[config.mk]
export PLATFORM = sky130hd
export DESIGN_NAME = zy_net
export DESIGN_NICKNAME = d
export VERILOG_FILES = /design/src/zy_net_pkg.sv /design/src/conv_layer.sv /design/src/gap_layer.sv /design/src/fc_output_layer.sv /design/src/sample_fifo.sv /design/src/fc_layer.sv /design/src/zy_net.sv
export VERILOG_INCLUDE_DIRS = /design/src
export SDC_FILE = /design/constraint.sdc
export NUM_CORES = 2
export LEC_CHECK = 0
export BUFFER_PORTS_ARGS = -buffer_cell sky130_fd_sc_hd__buf_2
export CAP_MARGIN = 20
export CORE_MARGIN = 2
export CORE_UTILIZATION = 45
export DETAILED_ROUTE_END_ITERATION = 12
export PLACE_DENSITY = 0.68
export SYNTH_ARGS = -nofsm -noshare
export SYNTH_HDL_FRONTEND = slang
export SYNTH_SLANG_ARGS = --single-unit
[constraint.sdc]
create_clock -name clk_i -period 10.2 [get_ports clk_i]
set_clock_uncertainty 0.1 [all_clocks]
set_input_delay 1.02 -clock clk_i [delete_from_list [all_inputs] [get_ports clk_i]]
set_output_delay 1.02 -clock clk_i [all_outputs]
set_load 0.01 [all_outputs]
[src/zy_net_consts.svh]
`ifndef ZY_NET_CONSTS_SVH
`define ZY_NET_CONSTS_SVH

// word format and frame geometry
`define ZN_WORD_SIZE      16
`define ZN_FRAC_BITS      12
`define ZN_INPUT_LEN      19
`define ZN_KERNEL_HEIGHT  4
`define ZN_CONV_LEN       16
`define ZN_CONV_LEN_LOG2  4
`define ZN_NUM_KERNELS    2
`define ZN_OUTPUT_SIZE    4
`define ZN_FIFO_DEPTH     4

// kernel 0 is a plain moving sum at 0.25 per tap
`define ZN_K0_W0  16'h0400
`define ZN_K0_W1  16'h0400
`define ZN_K0_W2  16'h0400
`define ZN_K0_W3  16'h0400

// kernel 1 alternates +0.5 / -0.5
`define ZN_K1_W0  16'h0800
`define ZN_K1_W1  16'hF800
`define ZN_K1_W2  16'h0800
`define ZN_K1_W3  16'hF800

// dense weights, output o and feature k
`define ZN_FC_W_0_0  16'h1000
`define ZN_FC_W_0_1  16'h0000
`define ZN_FC_W_1_0  16'h0000
`define ZN_FC_W_1_1  16'h1000
`define ZN_FC_W_2_0  16'h0800
`define ZN_FC_W_2_1  16'h0800
`define ZN_FC_W_3_0  16'h1000
`define ZN_FC_W_3_1  16'hF000

`define ZN_FC_B_0  16'h0000
`define ZN_FC_B_1  16'h0000
`define ZN_FC_B_2  16'h0100
`define ZN_FC_B_3  16'hFF00

`endif

[src/zy_net_pkg.sv]
`default_nettype none

`include "zy_net_consts.svh"

package zy_net_pkg;

    // Q4.12 word and a wide accumulator for full-precision sums
    typedef logic signed [`ZN_WORD_SIZE-1:0] word_t;
    typedef logic signed [39:0]              acc_t;

    typedef word_t [`ZN_NUM_KERNELS-1:0] feat_vec_t;
    typedef word_t [`ZN_OUTPUT_SIZE-1:0] score_vec_t;

    typedef enum logic {
        GAP_ACCUM,
        GAP_HOLD
    } gap_state_t;

    typedef enum logic {
        FC_READ,
        FC_DONE
    } fc_state_t;

    // clamp an already shifted sum into the word range
    function automatic word_t sat_word(input acc_t value);
        acc_t max_v;
        acc_t min_v;
        max_v = (acc_t'(1) <<< (`ZN_WORD_SIZE - 1)) - acc_t'(1);
        min_v = -(acc_t'(1) <<< (`ZN_WORD_SIZE - 1));
        if (value > max_v) begin
            return max_v[`ZN_WORD_SIZE-1:0];
        end else if (value < min_v) begin
            return min_v[`ZN_WORD_SIZE-1:0];
        end
        return value[`ZN_WORD_SIZE-1:0];
    endfunction

endpackage

`default_nettype wire

[src/conv_layer.sv]
`default_nettype none

`include "zy_net_consts.svh"

module conv_layer (
    input  logic              clk_i,
    input  logic              arst_n_i,
    input  logic              start_i,
    input  logic              kernel_sel_i,
    input  logic              valid_i,
    input  logic              shared_ready_i,
    input  zy_net_pkg::word_t data_i,
    output logic              ready_o,
    output logic              valid_o,
    input  logic              yumi_i,
    output zy_net_pkg::word_t data_o
);

    localparam int FILL_W = $clog2(`ZN_KERNEL_HEIGHT);

    localparam zy_net_pkg::word_t KERNEL_0 [`ZN_KERNEL_HEIGHT] =
        '{`ZN_K0_W0, `ZN_K0_W1, `ZN_K0_W2, `ZN_K0_W3};
    localparam zy_net_pkg::word_t KERNEL_1 [`ZN_KERNEL_HEIGHT] =
        '{`ZN_K1_W0, `ZN_K1_W1, `ZN_K1_W2, `ZN_K1_W3};

    zy_net_pkg::word_t taps       [`ZN_KERNEL_HEIGHT];
    zy_net_pkg::word_t window_q   [`ZN_KERNEL_HEIGHT];
    zy_net_pkg::word_t window_nxt [`ZN_KERNEL_HEIGHT];
    zy_net_pkg::acc_t  dot;
    logic [FILL_W-1:0] fill_q;
    logic              accept;
    logic              window_full;

    // a held result blocks new samples unless it leaves this cycle
    assign ready_o     = ~valid_o | yumi_i;
    assign accept      = valid_i & shared_ready_i;
    assign window_full = (fill_q == FILL_W'(`ZN_KERNEL_HEIGHT - 1));

    always_comb begin
        for (int t = 0; t < `ZN_KERNEL_HEIGHT; t++) begin
            taps[t] = kernel_sel_i ? KERNEL_1[t] : KERNEL_0[t];
        end
        // oldest sample sits at index 0
        for (int t = 0; t < `ZN_KERNEL_HEIGHT - 1; t++) begin
            window_nxt[t] = window_q[t+1];
        end
        window_nxt[`ZN_KERNEL_HEIGHT-1] = data_i;
    end

    always_comb begin
        dot = '0;
        for (int t = 0; t < `ZN_KERNEL_HEIGHT; t++) begin
            dot = dot + zy_net_pkg::acc_t'(taps[t]) * zy_net_pkg::acc_t'(window_nxt[t]);
        end
    end

    always_ff @(posedge clk_i or negedge arst_n_i) begin
        if (!arst_n_i) begin
            fill_q  <= '0;
            valid_o <= 1'b0;
        end else begin
            if (start_i) begin
                fill_q <= '0;
            end else if (accept && !window_full) begin
                fill_q <= fill_q + 1'b1;
            end
            if (accept && window_full) begin
                valid_o <= 1'b1;
            end else if (yumi_i) begin
                valid_o <= 1'b0;
            end
        end
    end

    always_ff @(posedge clk_i) begin
        if (start_i) begin
            for (int t = 0; t < `ZN_KERNEL_HEIGHT; t++) begin
                window_q[t] <= '0;
            end
        end else if (accept) begin
            window_q <= window_nxt;
        end
        if (accept && window_full) begin
            data_o <= zy_net_pkg::sat_word(dot >>> `ZN_FRAC_BITS);
        end
    end

    a_hold_stable: assert property (@(posedge clk_i) disable iff (!arst_n_i)
        valid_o && !yumi_i |=> valid_o && $stable(data_o));

endmodule

`default_nettype wire

[src/gap_layer.sv]
`default_nettype none

`include "zy_net_consts.svh"

module gap_layer (
    input  logic              clk_i,
    input  logic              arst_n_i,
    input  logic              start_i,
    input  logic              valid_i,
    output logic              ready_o,
    input  zy_net_pkg::word_t data_i,
    output logic              valid_o,
    input  logic              ready_i,
    output zy_net_pkg::word_t data_o
);

    zy_net_pkg::gap_state_t             state_q;
    zy_net_pkg::acc_t                   acc_q;
    zy_net_pkg::acc_t                   acc_next;
    zy_net_pkg::word_t                  abs_val;
    logic [`ZN_CONV_LEN_LOG2-1:0]       cnt_q;
    logic                               accept;
    logic                               last;

    assign ready_o = (state_q == zy_net_pkg::GAP_ACCUM);
    assign valid_o = (state_q == zy_net_pkg::GAP_HOLD);
    assign accept  = valid_i & ready_o;
    assign last    = (cnt_q == `ZN_CONV_LEN_LOG2'(`ZN_CONV_LEN - 1));

    // |-8.0| does not fit, clamp it
    assign abs_val  = zy_net_pkg::sat_word(data_i[`ZN_WORD_SIZE-1] ?
                                           -zy_net_pkg::acc_t'(data_i) :
                                           zy_net_pkg::acc_t'(data_i));
    assign acc_next = acc_q + zy_net_pkg::acc_t'(abs_val);

    always_ff @(posedge clk_i or negedge arst_n_i) begin
        if (!arst_n_i) begin
            state_q <= zy_net_pkg::GAP_ACCUM;
            acc_q   <= '0;
            cnt_q   <= '0;
        end else if (start_i) begin
            state_q <= zy_net_pkg::GAP_ACCUM;
            acc_q   <= '0;
            cnt_q   <= '0;
        end else begin
            case (state_q)
                zy_net_pkg::GAP_ACCUM: begin
                    if (accept) begin
                        // counter wraps back to zero on the last value
                        cnt_q <= cnt_q + 1'b1;
                        if (last) begin
                            acc_q   <= '0;
                            state_q <= zy_net_pkg::GAP_HOLD;
                        end else begin
                            acc_q <= acc_next;
                        end
                    end
                end
                zy_net_pkg::GAP_HOLD: begin
                    if (ready_i) begin
                        state_q <= zy_net_pkg::GAP_ACCUM;
                    end
                end
                default: state_q <= zy_net_pkg::GAP_ACCUM;
            endcase
        end
    end

    // average is a plain shift since the length is a power of two
    always_ff @(posedge clk_i) begin
        if (accept && last) begin
            data_o <= zy_net_pkg::sat_word(acc_next >>> `ZN_CONV_LEN_LOG2);
        end
    end

endmodule

`default_nettype wire

[src/fc_output_layer.sv]
`default_nettype none

`include "zy_net_consts.svh"

module fc_output_layer (
    input  logic                  clk_i,
    input  logic                  arst_n_i,
    input  logic                  valid_i,
    output logic                  ready_o,
    input  zy_net_pkg::feat_vec_t data_i,
    output logic                  wen_o,
    input  logic                  full_i,
    output zy_net_pkg::word_t     data_o
);

    localparam int IDX_W = (`ZN_NUM_KERNELS > 1) ? $clog2(`ZN_NUM_KERNELS) : 1;

    zy_net_pkg::feat_vec_t vec_q;
    logic [IDX_W-1:0]      idx_q;
    logic                  busy_q;
    logic                  last;

    assign ready_o = ~busy_q;
    assign wen_o   = busy_q & ~full_i;
    assign data_o  = vec_q[idx_q];
    assign last    = (idx_q == IDX_W'(`ZN_NUM_KERNELS - 1));

    always_ff @(posedge clk_i or negedge arst_n_i) begin
        if (!arst_n_i) begin
            busy_q <= 1'b0;
            idx_q  <= '0;
        end else if (!busy_q) begin
            if (valid_i) begin
                busy_q <= 1'b1;
                idx_q  <= '0;
            end
        end else if (wen_o) begin
            // kernel 0 goes out first
            if (last) begin
                busy_q <= 1'b0;
                idx_q  <= '0;
            end else begin
                idx_q <= idx_q + 1'b1;
            end
        end
    end

    always_ff @(posedge clk_i) begin
        if (valid_i && ready_o) begin
            vec_q <= data_i;
        end
    end

endmodule

`default_nettype wire

[src/sample_fifo.sv]
`default_nettype none

`include "zy_net_consts.svh"

module sample_fifo (
    input  logic              clk_i,
    input  logic              arst_n_i,
    input  logic              wen_i,
    output logic              full_o,
    input  zy_net_pkg::word_t data_i,
    input  logic              ren_i,
    output logic              empty_o,
    output zy_net_pkg::word_t data_o
);

    localparam int PTR_W = $clog2(`ZN_FIFO_DEPTH);

    zy_net_pkg::word_t mem [`ZN_FIFO_DEPTH];
    logic [PTR_W-1:0]  wr_ptr_q;
    logic [PTR_W-1:0]  rd_ptr_q;
    logic [PTR_W:0]    count_q;
    logic              do_write;
    logic              do_read;

    assign full_o   = (count_q == (PTR_W+1)'(`ZN_FIFO_DEPTH));
    assign empty_o  = (count_q == '0);
    assign do_write = wen_i & ~full_o;
    assign do_read  = ren_i & ~empty_o;

    // first word falls through
    assign data_o = mem[rd_ptr_q];

    always_ff @(posedge clk_i or negedge arst_n_i) begin
        if (!arst_n_i) begin
            wr_ptr_q <= '0;
            rd_ptr_q <= '0;
            count_q  <= '0;
        end else begin
            if (do_write) begin
                wr_ptr_q <= wr_ptr_q + 1'b1;
            end
            if (do_read) begin
                rd_ptr_q <= rd_ptr_q + 1'b1;
            end
            case ({do_write, do_read})
                2'b10:   count_q <= count_q + 1'b1;
                2'b01:   count_q <= count_q - 1'b1;
                default: count_q <= count_q;
            endcase
        end
    end

    always_ff @(posedge clk_i) begin
        if (do_write) begin
            mem[wr_ptr_q] <= data_i;
        end
    end

    a_no_overflow: assert property (@(posedge clk_i) disable iff (!arst_n_i)
        full_o |-> !wen_i);

    a_no_underflow: assert property (@(posedge clk_i) disable iff (!arst_n_i)
        empty_o |-> !ren_i);

endmodule

`default_nettype wire

[src/fc_layer.sv]
`default_nettype none

`include "zy_net_consts.svh"

module fc_layer (
    input  logic                   clk_i,
    input  logic                   arst_n_i,
    input  logic                   start_i,
    input  zy_net_pkg::word_t      data_i,
    input  logic                   empty_i,
    output logic                   ren_o,
    output logic                   valid_o,
    input  logic                   yumi_i,
    output zy_net_pkg::score_vec_t data_o
);

    localparam int IDX_W = (`ZN_NUM_KERNELS > 1) ? $clog2(`ZN_NUM_KERNELS) : 1;

    localparam zy_net_pkg::word_t FC_W [`ZN_OUTPUT_SIZE][`ZN_NUM_KERNELS] = '{
        '{`ZN_FC_W_0_0, `ZN_FC_W_0_1},
        '{`ZN_FC_W_1_0, `ZN_FC_W_1_1},
        '{`ZN_FC_W_2_0, `ZN_FC_W_2_1},
        '{`ZN_FC_W_3_0, `ZN_FC_W_3_1}
    };

    localparam zy_net_pkg::word_t FC_B [`ZN_OUTPUT_SIZE] =
        '{`ZN_FC_B_0, `ZN_FC_B_1, `ZN_FC_B_2, `ZN_FC_B_3};

    zy_net_pkg::fc_state_t state_q;
    zy_net_pkg::acc_t      acc_q [`ZN_OUTPUT_SIZE];
    logic [IDX_W-1:0]      idx_q;
    logic                  clear;
    logic                  last;

    assign ren_o   = (state_q == zy_net_pkg::FC_READ) & ~empty_i;
    assign valid_o = (state_q == zy_net_pkg::FC_DONE);
    assign clear   = start_i | (valid_o & yumi_i);
    assign last    = (idx_q == IDX_W'(`ZN_NUM_KERNELS - 1));

    // scores are taken straight from the accumulators, stable while held
    always_comb begin
        for (int o = 0; o < `ZN_OUTPUT_SIZE; o++) begin
            data_o[o] = zy_net_pkg::sat_word(acc_q[o] >>> `ZN_FRAC_BITS);
        end
    end

    always_ff @(posedge clk_i or negedge arst_n_i) begin
        if (!arst_n_i) begin
            state_q <= zy_net_pkg::FC_READ;
            idx_q   <= '0;
            for (int o = 0; o < `ZN_OUTPUT_SIZE; o++) begin
                acc_q[o] <= zy_net_pkg::acc_t'(FC_B[o]) <<< `ZN_FRAC_BITS;
            end
        end else if (clear) begin
            state_q <= zy_net_pkg::FC_READ;
            idx_q   <= '0;
            // bias is pre-scaled so it lines up with the products
            for (int o = 0; o < `ZN_OUTPUT_SIZE; o++) begin
                acc_q[o] <= zy_net_pkg::acc_t'(FC_B[o]) <<< `ZN_FRAC_BITS;
            end
        end else if (ren_o) begin
            for (int o = 0; o < `ZN_OUTPUT_SIZE; o++) begin
                acc_q[o] <= acc_q[o] + zy_net_pkg::acc_t'(data_i) *
                            zy_net_pkg::acc_t'(FC_W[o][idx_q]);
            end
            if (last) begin
                idx_q   <= '0;
                state_q <= zy_net_pkg::FC_DONE;
            end else begin
                idx_q <= idx_q + 1'b1;
            end
        end
    end

endmodule

`default_nettype wire

[src/zy_net.sv]
`default_nettype none

`include "zy_net_consts.svh"

module zy_net (
    input  logic                   clk_i,
    input  logic                   arst_n_i,
    input  logic                   start_i,
    input  zy_net_pkg::word_t      data_i,
    input  logic                   valid_i,
    output logic                   ready_o,
    output zy_net_pkg::score_vec_t data_o,
    output logic                   valid_o,
    input  logic                   yumi_i
);

    logic [`ZN_NUM_KERNELS-1:0] conv_ready;
    logic [`ZN_NUM_KERNELS-1:0] conv_valid;
    logic [`ZN_NUM_KERNELS-1:0] conv_yumi;
    zy_net_pkg::word_t          conv_data [`ZN_NUM_KERNELS];

    logic [`ZN_NUM_KERNELS-1:0] gap_valid;
    logic                       gap_ready;
    zy_net_pkg::feat_vec_t      gap_data;

    logic                       ser_ready;
    logic                       ser_wen;
    zy_net_pkg::word_t          ser_data;

    logic                       fifo_full;
    logic                       fifo_empty;
    zy_net_pkg::word_t          fifo_data;

    logic                       fc_ren;

    // kernels take samples in lockstep
    assign ready_o = &conv_ready;

    // features leave together, only once every kernel has one
    assign gap_ready = ser_ready & (&gap_valid);

    for (genvar k = 0; k < `ZN_NUM_KERNELS; k++) begin : g_kernel
        conv_layer u_conv (
            .clk_i,
            .arst_n_i,
            .start_i,
            .kernel_sel_i   (1'(k)),
            .valid_i,
            .shared_ready_i (ready_o),
            .data_i,
            .ready_o        (conv_ready[k]),
            .valid_o        (conv_valid[k]),
            .yumi_i         (conv_yumi[k]),
            .data_o         (conv_data[k])
        );

        gap_layer u_gap (
            .clk_i,
            .arst_n_i,
            .start_i,
            .valid_i (conv_valid[k]),
            .ready_o (conv_yumi[k]),
            .data_i  (conv_data[k]),
            .valid_o (gap_valid[k]),
            .ready_i (gap_ready),
            .data_o  (gap_data[k])
        );
    end

    fc_output_layer u_serializer (
        .clk_i,
        .arst_n_i,
        .valid_i (&gap_valid),
        .ready_o (ser_ready),
        .data_i  (gap_data),
        .wen_o   (ser_wen),
        .full_i  (fifo_full),
        .data_o  (ser_data)
    );

    sample_fifo u_fifo (
        .clk_i,
        .arst_n_i,
        .wen_i   (ser_wen),
        .full_o  (fifo_full),
        .data_i  (ser_data),
        .ren_i   (fc_ren),
        .empty_o (fifo_empty),
        .data_o  (fifo_data)
    );

    fc_layer u_dense (
        .clk_i,
        .arst_n_i,
        .start_i,
        .data_i  (fifo_data),
        .empty_i (fifo_empty),
        .ren_o   (fc_ren),
        .valid_o,
        .yumi_i,
        .data_o
    );

endmodule

`default_nettype wire

# Word level (Yosys, flattened, before mapping)
# Memory sizes are Yosys's and may differ from the RTL's.
# Cells that the tools add are included.
dict set report classes {
  addsub 26
  n_mul 4
  n_lt_le_gt_ge 22
  eq_ne 12
  n_mux 119
  n_bitwise 21
  n_reduce_logical 24
}
# operator n
set ops {}
lappend ops {{$mux 16} 41}
lappend ops {{$mux 40} 10}
lappend ops {{$mux 160} 2}
lappend ops {{$gt 28x16->1 const B} 6}
lappend ops {{$lt 28x16->1 const B} 6}
lappend ops {{$add 40x32->40} 4}
lappend ops {{$mul 16x16->32} 4}
lappend ops {{$add 40x16->40} 2}
lappend ops {{$gt 40x16->1 const B} 2}
lappend ops {{$lt 40x16->1 const B} 2}
lappend ops {{$neg 16->40} 2}
lappend ops {{$gt 36x16->1 const B} 2}
lappend ops {{$lt 36x16->1 const B} 2}
lappend ops {{$neg 16->29} 2}
lappend ops {{$mux 1} 51}
lappend ops {{$add 27x40->40} 1}
lappend ops {{$add 40x26->40} 1}
lappend ops {{$add 40x27->40} 1}
lappend ops {{$add 40x40->40} 1}
lappend ops {{$add 27x26->28} 1}
lappend ops {{$add 26x26->27} 1}
lappend ops {{$mux 13} 2}
lappend ops {{$mux 4} 6}
lappend ops {{$reduce_bool 2->1} 8}
lappend ops {{other kinds (24)} 68}
dict set report totals {
  regBits 411
  ramBits 64
  elab_cells 259
  mem_count 1
}
# name words width rd rd_clocked_by_memory_dff write_ports line_no
set memory_table {}
lappend memory_table {u_fifo.mem 4 16 1 0 1 sample_fifo.sv:18} ;# zy_net_pkg::word_t mem [`ZN_FIFO_DEPTH];

# Logic depth before layout (Yosys ltp)
dict set report depth {
  word_depth 12
  ltp_mapped 26
}

# By module
# From an unflattened synthesis, not the netlist that was laid out.
dict set report hier_totals {
  cells_unflattened 5890
  hier_area_um2 56299.0
}
# module instances cells_per_inst area_per_inst_um2
set modules_own_cells {}
lappend modules_own_cells {fc_layer 1 1553 14187.4}
lappend modules_own_cells {{conv_layer (g_kernel[1].u_conv)} 1 1432 13701.9}
lappend modules_own_cells {{conv_layer (g_kernel[0].u_conv)} 1 1427 13649.3}
lappend modules_own_cells {gap_layer 2 646 5335.1}
lappend modules_own_cells {sample_fifo 1 121 2775.2}
lappend modules_own_cells {fc_output_layer 1 60 1288.7}
lappend modules_own_cells {zy_net 1 5 26.3}

# Least setup slack after synthesis
# No wires, ideal clock.
dict set report synth_timing {
  path_kind {register -> register}
  startpoint {register u_fifo.rd_ptr_q[0]}
  endpoint {register u_dense.acc_q[38] (netlist name)}
  setup_ns 0.089
  t_arrival_ns 7.448
  required_ns 10.011
  path_slack_ns 2.563
  path_stages_with_launch 26
  synth_period_minus_slack_ns 7.637
  path_cell_list {dfrtp_1 clkbuf_1 clkbuf_1 mux4_2 inv_1 nor2_1 fa_1 fa_1 ha_1 ha_1 inv_1 fa_1 inv_1 ha_1 ha_1 nor2b_1 o21ai_0 o2111ai_1 o31a_1 a31oi_1 o31ai_1 a2111oi_0 nor4_1 or2_2 o21a_1 a211oi_1}
}
dict set report synth_between {
  elab_chain_len 5
}
# element line_no
set synth_lines {}
lappend synth_lines {{start, declared} sample_fifo.sv:20} ;# logic [PTR_W-1:0] rd_ptr_q;
lappend synth_lines {{start signal, assigned} sample_fifo.sv:43} ;# rd_ptr_q <= rd_ptr_q + 1'b1;
lappend synth_lines {{$mem_v2 4x16} -}
lappend synth_lines {{$mul 16x16->32} fc_layer.sv:63} ;# acc_q[o] <= acc_q[o] + zy_net_pkg::acc_t'(data_i) *
lappend synth_lines {{$add 40x32->40} fc_layer.sv:63}
lappend synth_lines {{$mux 160} fc_layer.sv:61} ;# end else if (ren_o) begin
lappend synth_lines {{$mux 160} fc_layer.sv:54} ;# end else if (clear) begin
lappend synth_lines {{end signal, assigned by index} fc_layer.sv:52} ;# acc_q[o] <= zy_net_pkg::acc_t'(FC_B[o]) <<< `ZN_FRAC_BITS;
lappend synth_lines {{end signal, assigned by index} fc_layer.sv:59} ;# acc_q[o] <= zy_net_pkg::acc_t'(FC_B[o]) <<< `ZN_FRAC_BITS;
lappend synth_lines {{end signal, assigned by index} fc_layer.sv:63}
lappend synth_lines {{end, declared} fc_layer.sv:30} ;# zy_net_pkg::acc_t acc_q [`ZN_OUTPUT_SIZE];
# Every way passes these cells. The select of a mux whose other input is x is not followed.
# A chain may end at the register's enable or synchronous reset.

# Final worst setup path
dict set report layout_timing {
  startpoint {register u_fifo.rd_ptr_q[0]}
  endpoint {register u_dense.acc_q[39] (netlist name)}
}
# Same word-level chain as after synthesis.

==> results_dict.tcl <==
set metrics [dict create \
    fin_area_sq_um 38800 \
    finalNetCount 4380 \
    max_cap_viol_count 0 \
    clk_latency_ps 610 \
    drc 0 \
    critPathCaptureType "flop" \
    finalCriticalPeriod_ps 7660 \
    start_kind "flop" \
    grt_pass1_wl_um 136000 \
    globalRouteMet1Util_pct 26.8 \
    fp.dieArea_sq_um 81100 \
    cts.clk_slew.worst_paths_ps 70 \
    tritoncts "built" \
    holdPathEnd "u_serializer.vec_q[20]" \
    worst-r2r-cell-count 22 \
    fin_crit_sh_pct 75.1 \
    crit_arrival_ps 8100 \
    dpl.hpwl_um 62100 \
    max_stage_delay_ps 820 \
    antenna_found_initial 0 \
    row_count 102 \
    slew_viol_final 0 \
    grt_overflow 0 \
    routed_wl_um 81400 \
    syn_inst 3655 \
    dpl_worst_slack_ps 2420 \
    gp_congestion 0.898 \
    r2r_end "u_dense.acc_q[39]" \
    fin_tns_setup_ps 0 \
    drive_gt1_share_pct 8.48 \
    routed_via_density 5.57 \
    cts.hold.buffers_added 0 \
    crit_path_top_delay_cell "mux4_2" \
    syn2layout_area_growth_pct 9.30 \
    p_per_area_nw_per_um2 176 \
    first_pass_iters 5 \
    cts.path.max_buffers 3 \
    worst_slew_pin_slew_ps 1080 \
    path_common_cell "ha_1" \
    grt_start_max_net_pins 96 \
    path_delay_family "adder cells" \
    initial_core_util_pct 45.6 \
    rrSetupSlack_ps 2540 \
    cts_made_buffers 49 \
    clock_sink_count 428 \
    run_status "finished, final reports clean" \
    postLayoutCoreUtil_pct 49.9 \
    p_leak_nw 18.7 \
    numPlacedInstances 4730 \
    holdWs_ps 313 \
    hp-class "reg -> reg" \
    num_antenna_cells 0 \
    cp_max_fo 21 \
    dieWidth_um 285 \
    ys_types 103 \
    fin_cells 4824 \
    synth-edff-count 160 \
    crit_buf_inv 3 \
    hold_viol 0 \
    r2r_start "u_fifo.rd_ptr_q[0]" \
    required_ps 10640 \
    yosys-top-cells-area "ha_1 17%, dfrtp_1 14%, edfxtp_1 14%, fa_1 7.0%, nand2_1 3.9%" \
    syn_area_per_cell_sq_um 9.70 \
    rsz0062_at_grt "no" \
    fmax_mhz 131 \
    die_h_um 285 \
    n_fill_cell 7103 \
    core_sq_um 77700 \
    synth-main-ff-cell "dfrtp_1" \
    max-slew-margin-rel_pct 27.4 \
    ys_ff_latch 428 \
    ioPinCount 87 \
    cp_cell_sequence "buf_4 > mux4_2 > ha_1 > fa_1 > fa_1 > ha_1 > ha_1 > inv_1 > fa_1 > inv_1 > ha_1 > ha_1 > a21o_1 > a21o_1 > a21oi_1 > nor2b_1 > o21ai_0 > nand2b_1 > o41ai_1 > o21ai_0 > a221oi_1 > mux2i_1" \
    synth-seq-area-share_pct 31.9 \
    htreeDepth 2 \
    yosys.area.top_type "ha_1" \
    async_flop_share_pct 51.4 \
    min_from "g_kernel[1].u_gap.data_o[4]" \
    use_met2_pct 34.9 \
    synth_top_area_share_pct 17.3 \
    synth.yosys.warnings 0 \
    syn-cell-area_sq_um 35500 \
    drt_iter0_markers 1456 \
    antenna_left 0 \
    setup_violations 0 \
    top_usage_layer "met2" \
    post_dp_cell_area_sq_um 37100 \
    critPathKind "reg -> reg" \
    ir_worst_vdd_mv 0.141 \
    cts_resized 0 \
    grt_usage_pct 20.3 \
    grt_pass1_vias 26500 \
    met3_usage_pct 2.60 \
    finalWorstSetupSlack_ps 2540 \
    io_buffers 86 \
    p_total_mw 6.80 \
    cts-root-buf "clkbuf_16" \
    wl_per_cell_um 16.9 \
    post_cts_buffers 0 \
    vias 26900 \
    crit_start "u_fifo.rd_ptr_q[0]" \
    whs_path_depth 0 \
]
[report_power, final]
group	internal [mW]	switching (mW)	total, mW
sequential	1.86	0.0596	1.92
clock	1.02	0.753	1.78
combinational	1.30	1.81	3.11
total	4.18	2.62	6.80
[cell usage after synthesis (38+ instances only)]
| library cell | instances |
|---|---|
| nand2b_1 | 45 |
| inv_1 | 188 |
| dfxtp_1 | 48 |
| o21ai_0 | 253 |
| edfxtp_1 | 160 |
| and2_1 | 44 |
| a22o_1 | 43 |
| nand2_1 | 370 |
| dfrtp_1 | 199 |
| ha_1 | 491 |
| nor3_1 | 61 |
| a21oi_1 | 271 |
| xnor2_1 | 141 |
| fa_1 | 124 |
| nand3_1 | 38 |
| clkbuf_1 | 108 |
| a21o_1 | 162 |
| xor2_1 | 135 |
| nor2_1 | 167 |
[cell families after synthesis]
| logic type | synth area share (%) |
|---|---|
| AO/OA/AOI/OAI | 18.8 |
| AND/OR/NAND/NOR | 13.0 |
| adder cells (fa/ha/maj) | 24.3 |
| flip-flops | 31.9 |
| buffers and inverters | 3.42 |
| XOR/XNOR | 6.82 |
| multiplexers | 1.81 |
| other | 0.0106 |
[flip-flops by register name, indices dropped and copies added, names as in the netlist]
signal                      flops
u_dense.valid_o                 1
g_kernel.u_conv.valid_o         2
g_kernel.u_conv.fill_q          4
g_kernel.u_gap.data_o          32
g_kernel.u_conv.data_o         32
u_fifo.mem                     64
g_kernel.u_gap.valid_o          2
u_serializer.busy_q             1
g_kernel.u_gap.acc_q           80
u_dense.acc_q                 113
g_kernel.u_conv.window_nxt     48
g_kernel.u_gap.cnt_q            8
u_serializer.idx_q              1
u_fifo.wr_ptr_q                 2
u_dense.idx_q                   1
u_fifo.count_q                  3
u_serializer.vec_q             32
u_fifo.rd_ptr_q                 2
[routing by layer]
layer / vias up / part of all wire [%]
met1: 12900 / 45
met2: 502 / 49
met4: 0 / 2.2
li1: 13400 / -
met5: - / 0
met3: 109 / 4.1
[placed cells by master (no fill, tap or decap), types with 27 or more instances in the layout]
cell,synthesis,final
nor4_1,33,33
dfrtp_1,199,199
nor2_1,167,162
clkbuf_16,0,53
buf_4,3,27
nand4_1,36,36
dfxtp_1,48,48
nor2b_1,36,36
and3_1,27,27
a22o_1,43,43
xor2_1,135,135
and2_1,44,44
nand2b_1,45,45
o21a_1,27,27
nand2_1,370,370
edfxtp_1,160,160
nand3_1,38,38
buf_2,4,85
o21ai_0,253,253
a21oi_1,271,271
o21bai_1,30,30
a21o_1,162,162
or3_1,34,33
conb_1,1,48
o31ai_1,35,33
inv_1,188,188
xnor2_1,141,141
ha_1,491,491
nor3_1,61,60
fa_1,124,124
[worst max path at each step]
stage | endpoint | slack (ps) | cells past startpoint
6_report | u_dense.acc_q[39] | 2540 | 22
5_1_grt | u_dense.acc_q[39] | 1940 | 22
4_1_cts | u_dense.acc_q[39] | 2450 | 22
3_5_place_dp | g_kernel[1].u_conv.data_o[9] | 2420 | 22
3_3_place_gp | u_dense.acc_q[39] | 2490 | 22
2_1_floorplan | u_dense.acc_q[38] | 2560 | 25
[area by class of cell]
cell class | instances | area, sq um | area share [%]
multi-input cells | 2962 | 23200 | 59.8
flip-flops and latches | 428 | 11300 | 29.1
clock buffers | 65 | 1410 | 3.63
well taps | 1040 | 1300 | 3.36
inverters | 189 | 709 | 1.83
repair buffers | 114 | 658 | 1.70
clock inverters | 26 | 214 | 0.552
Note: power is estimated with default switching activity, not from simulation.
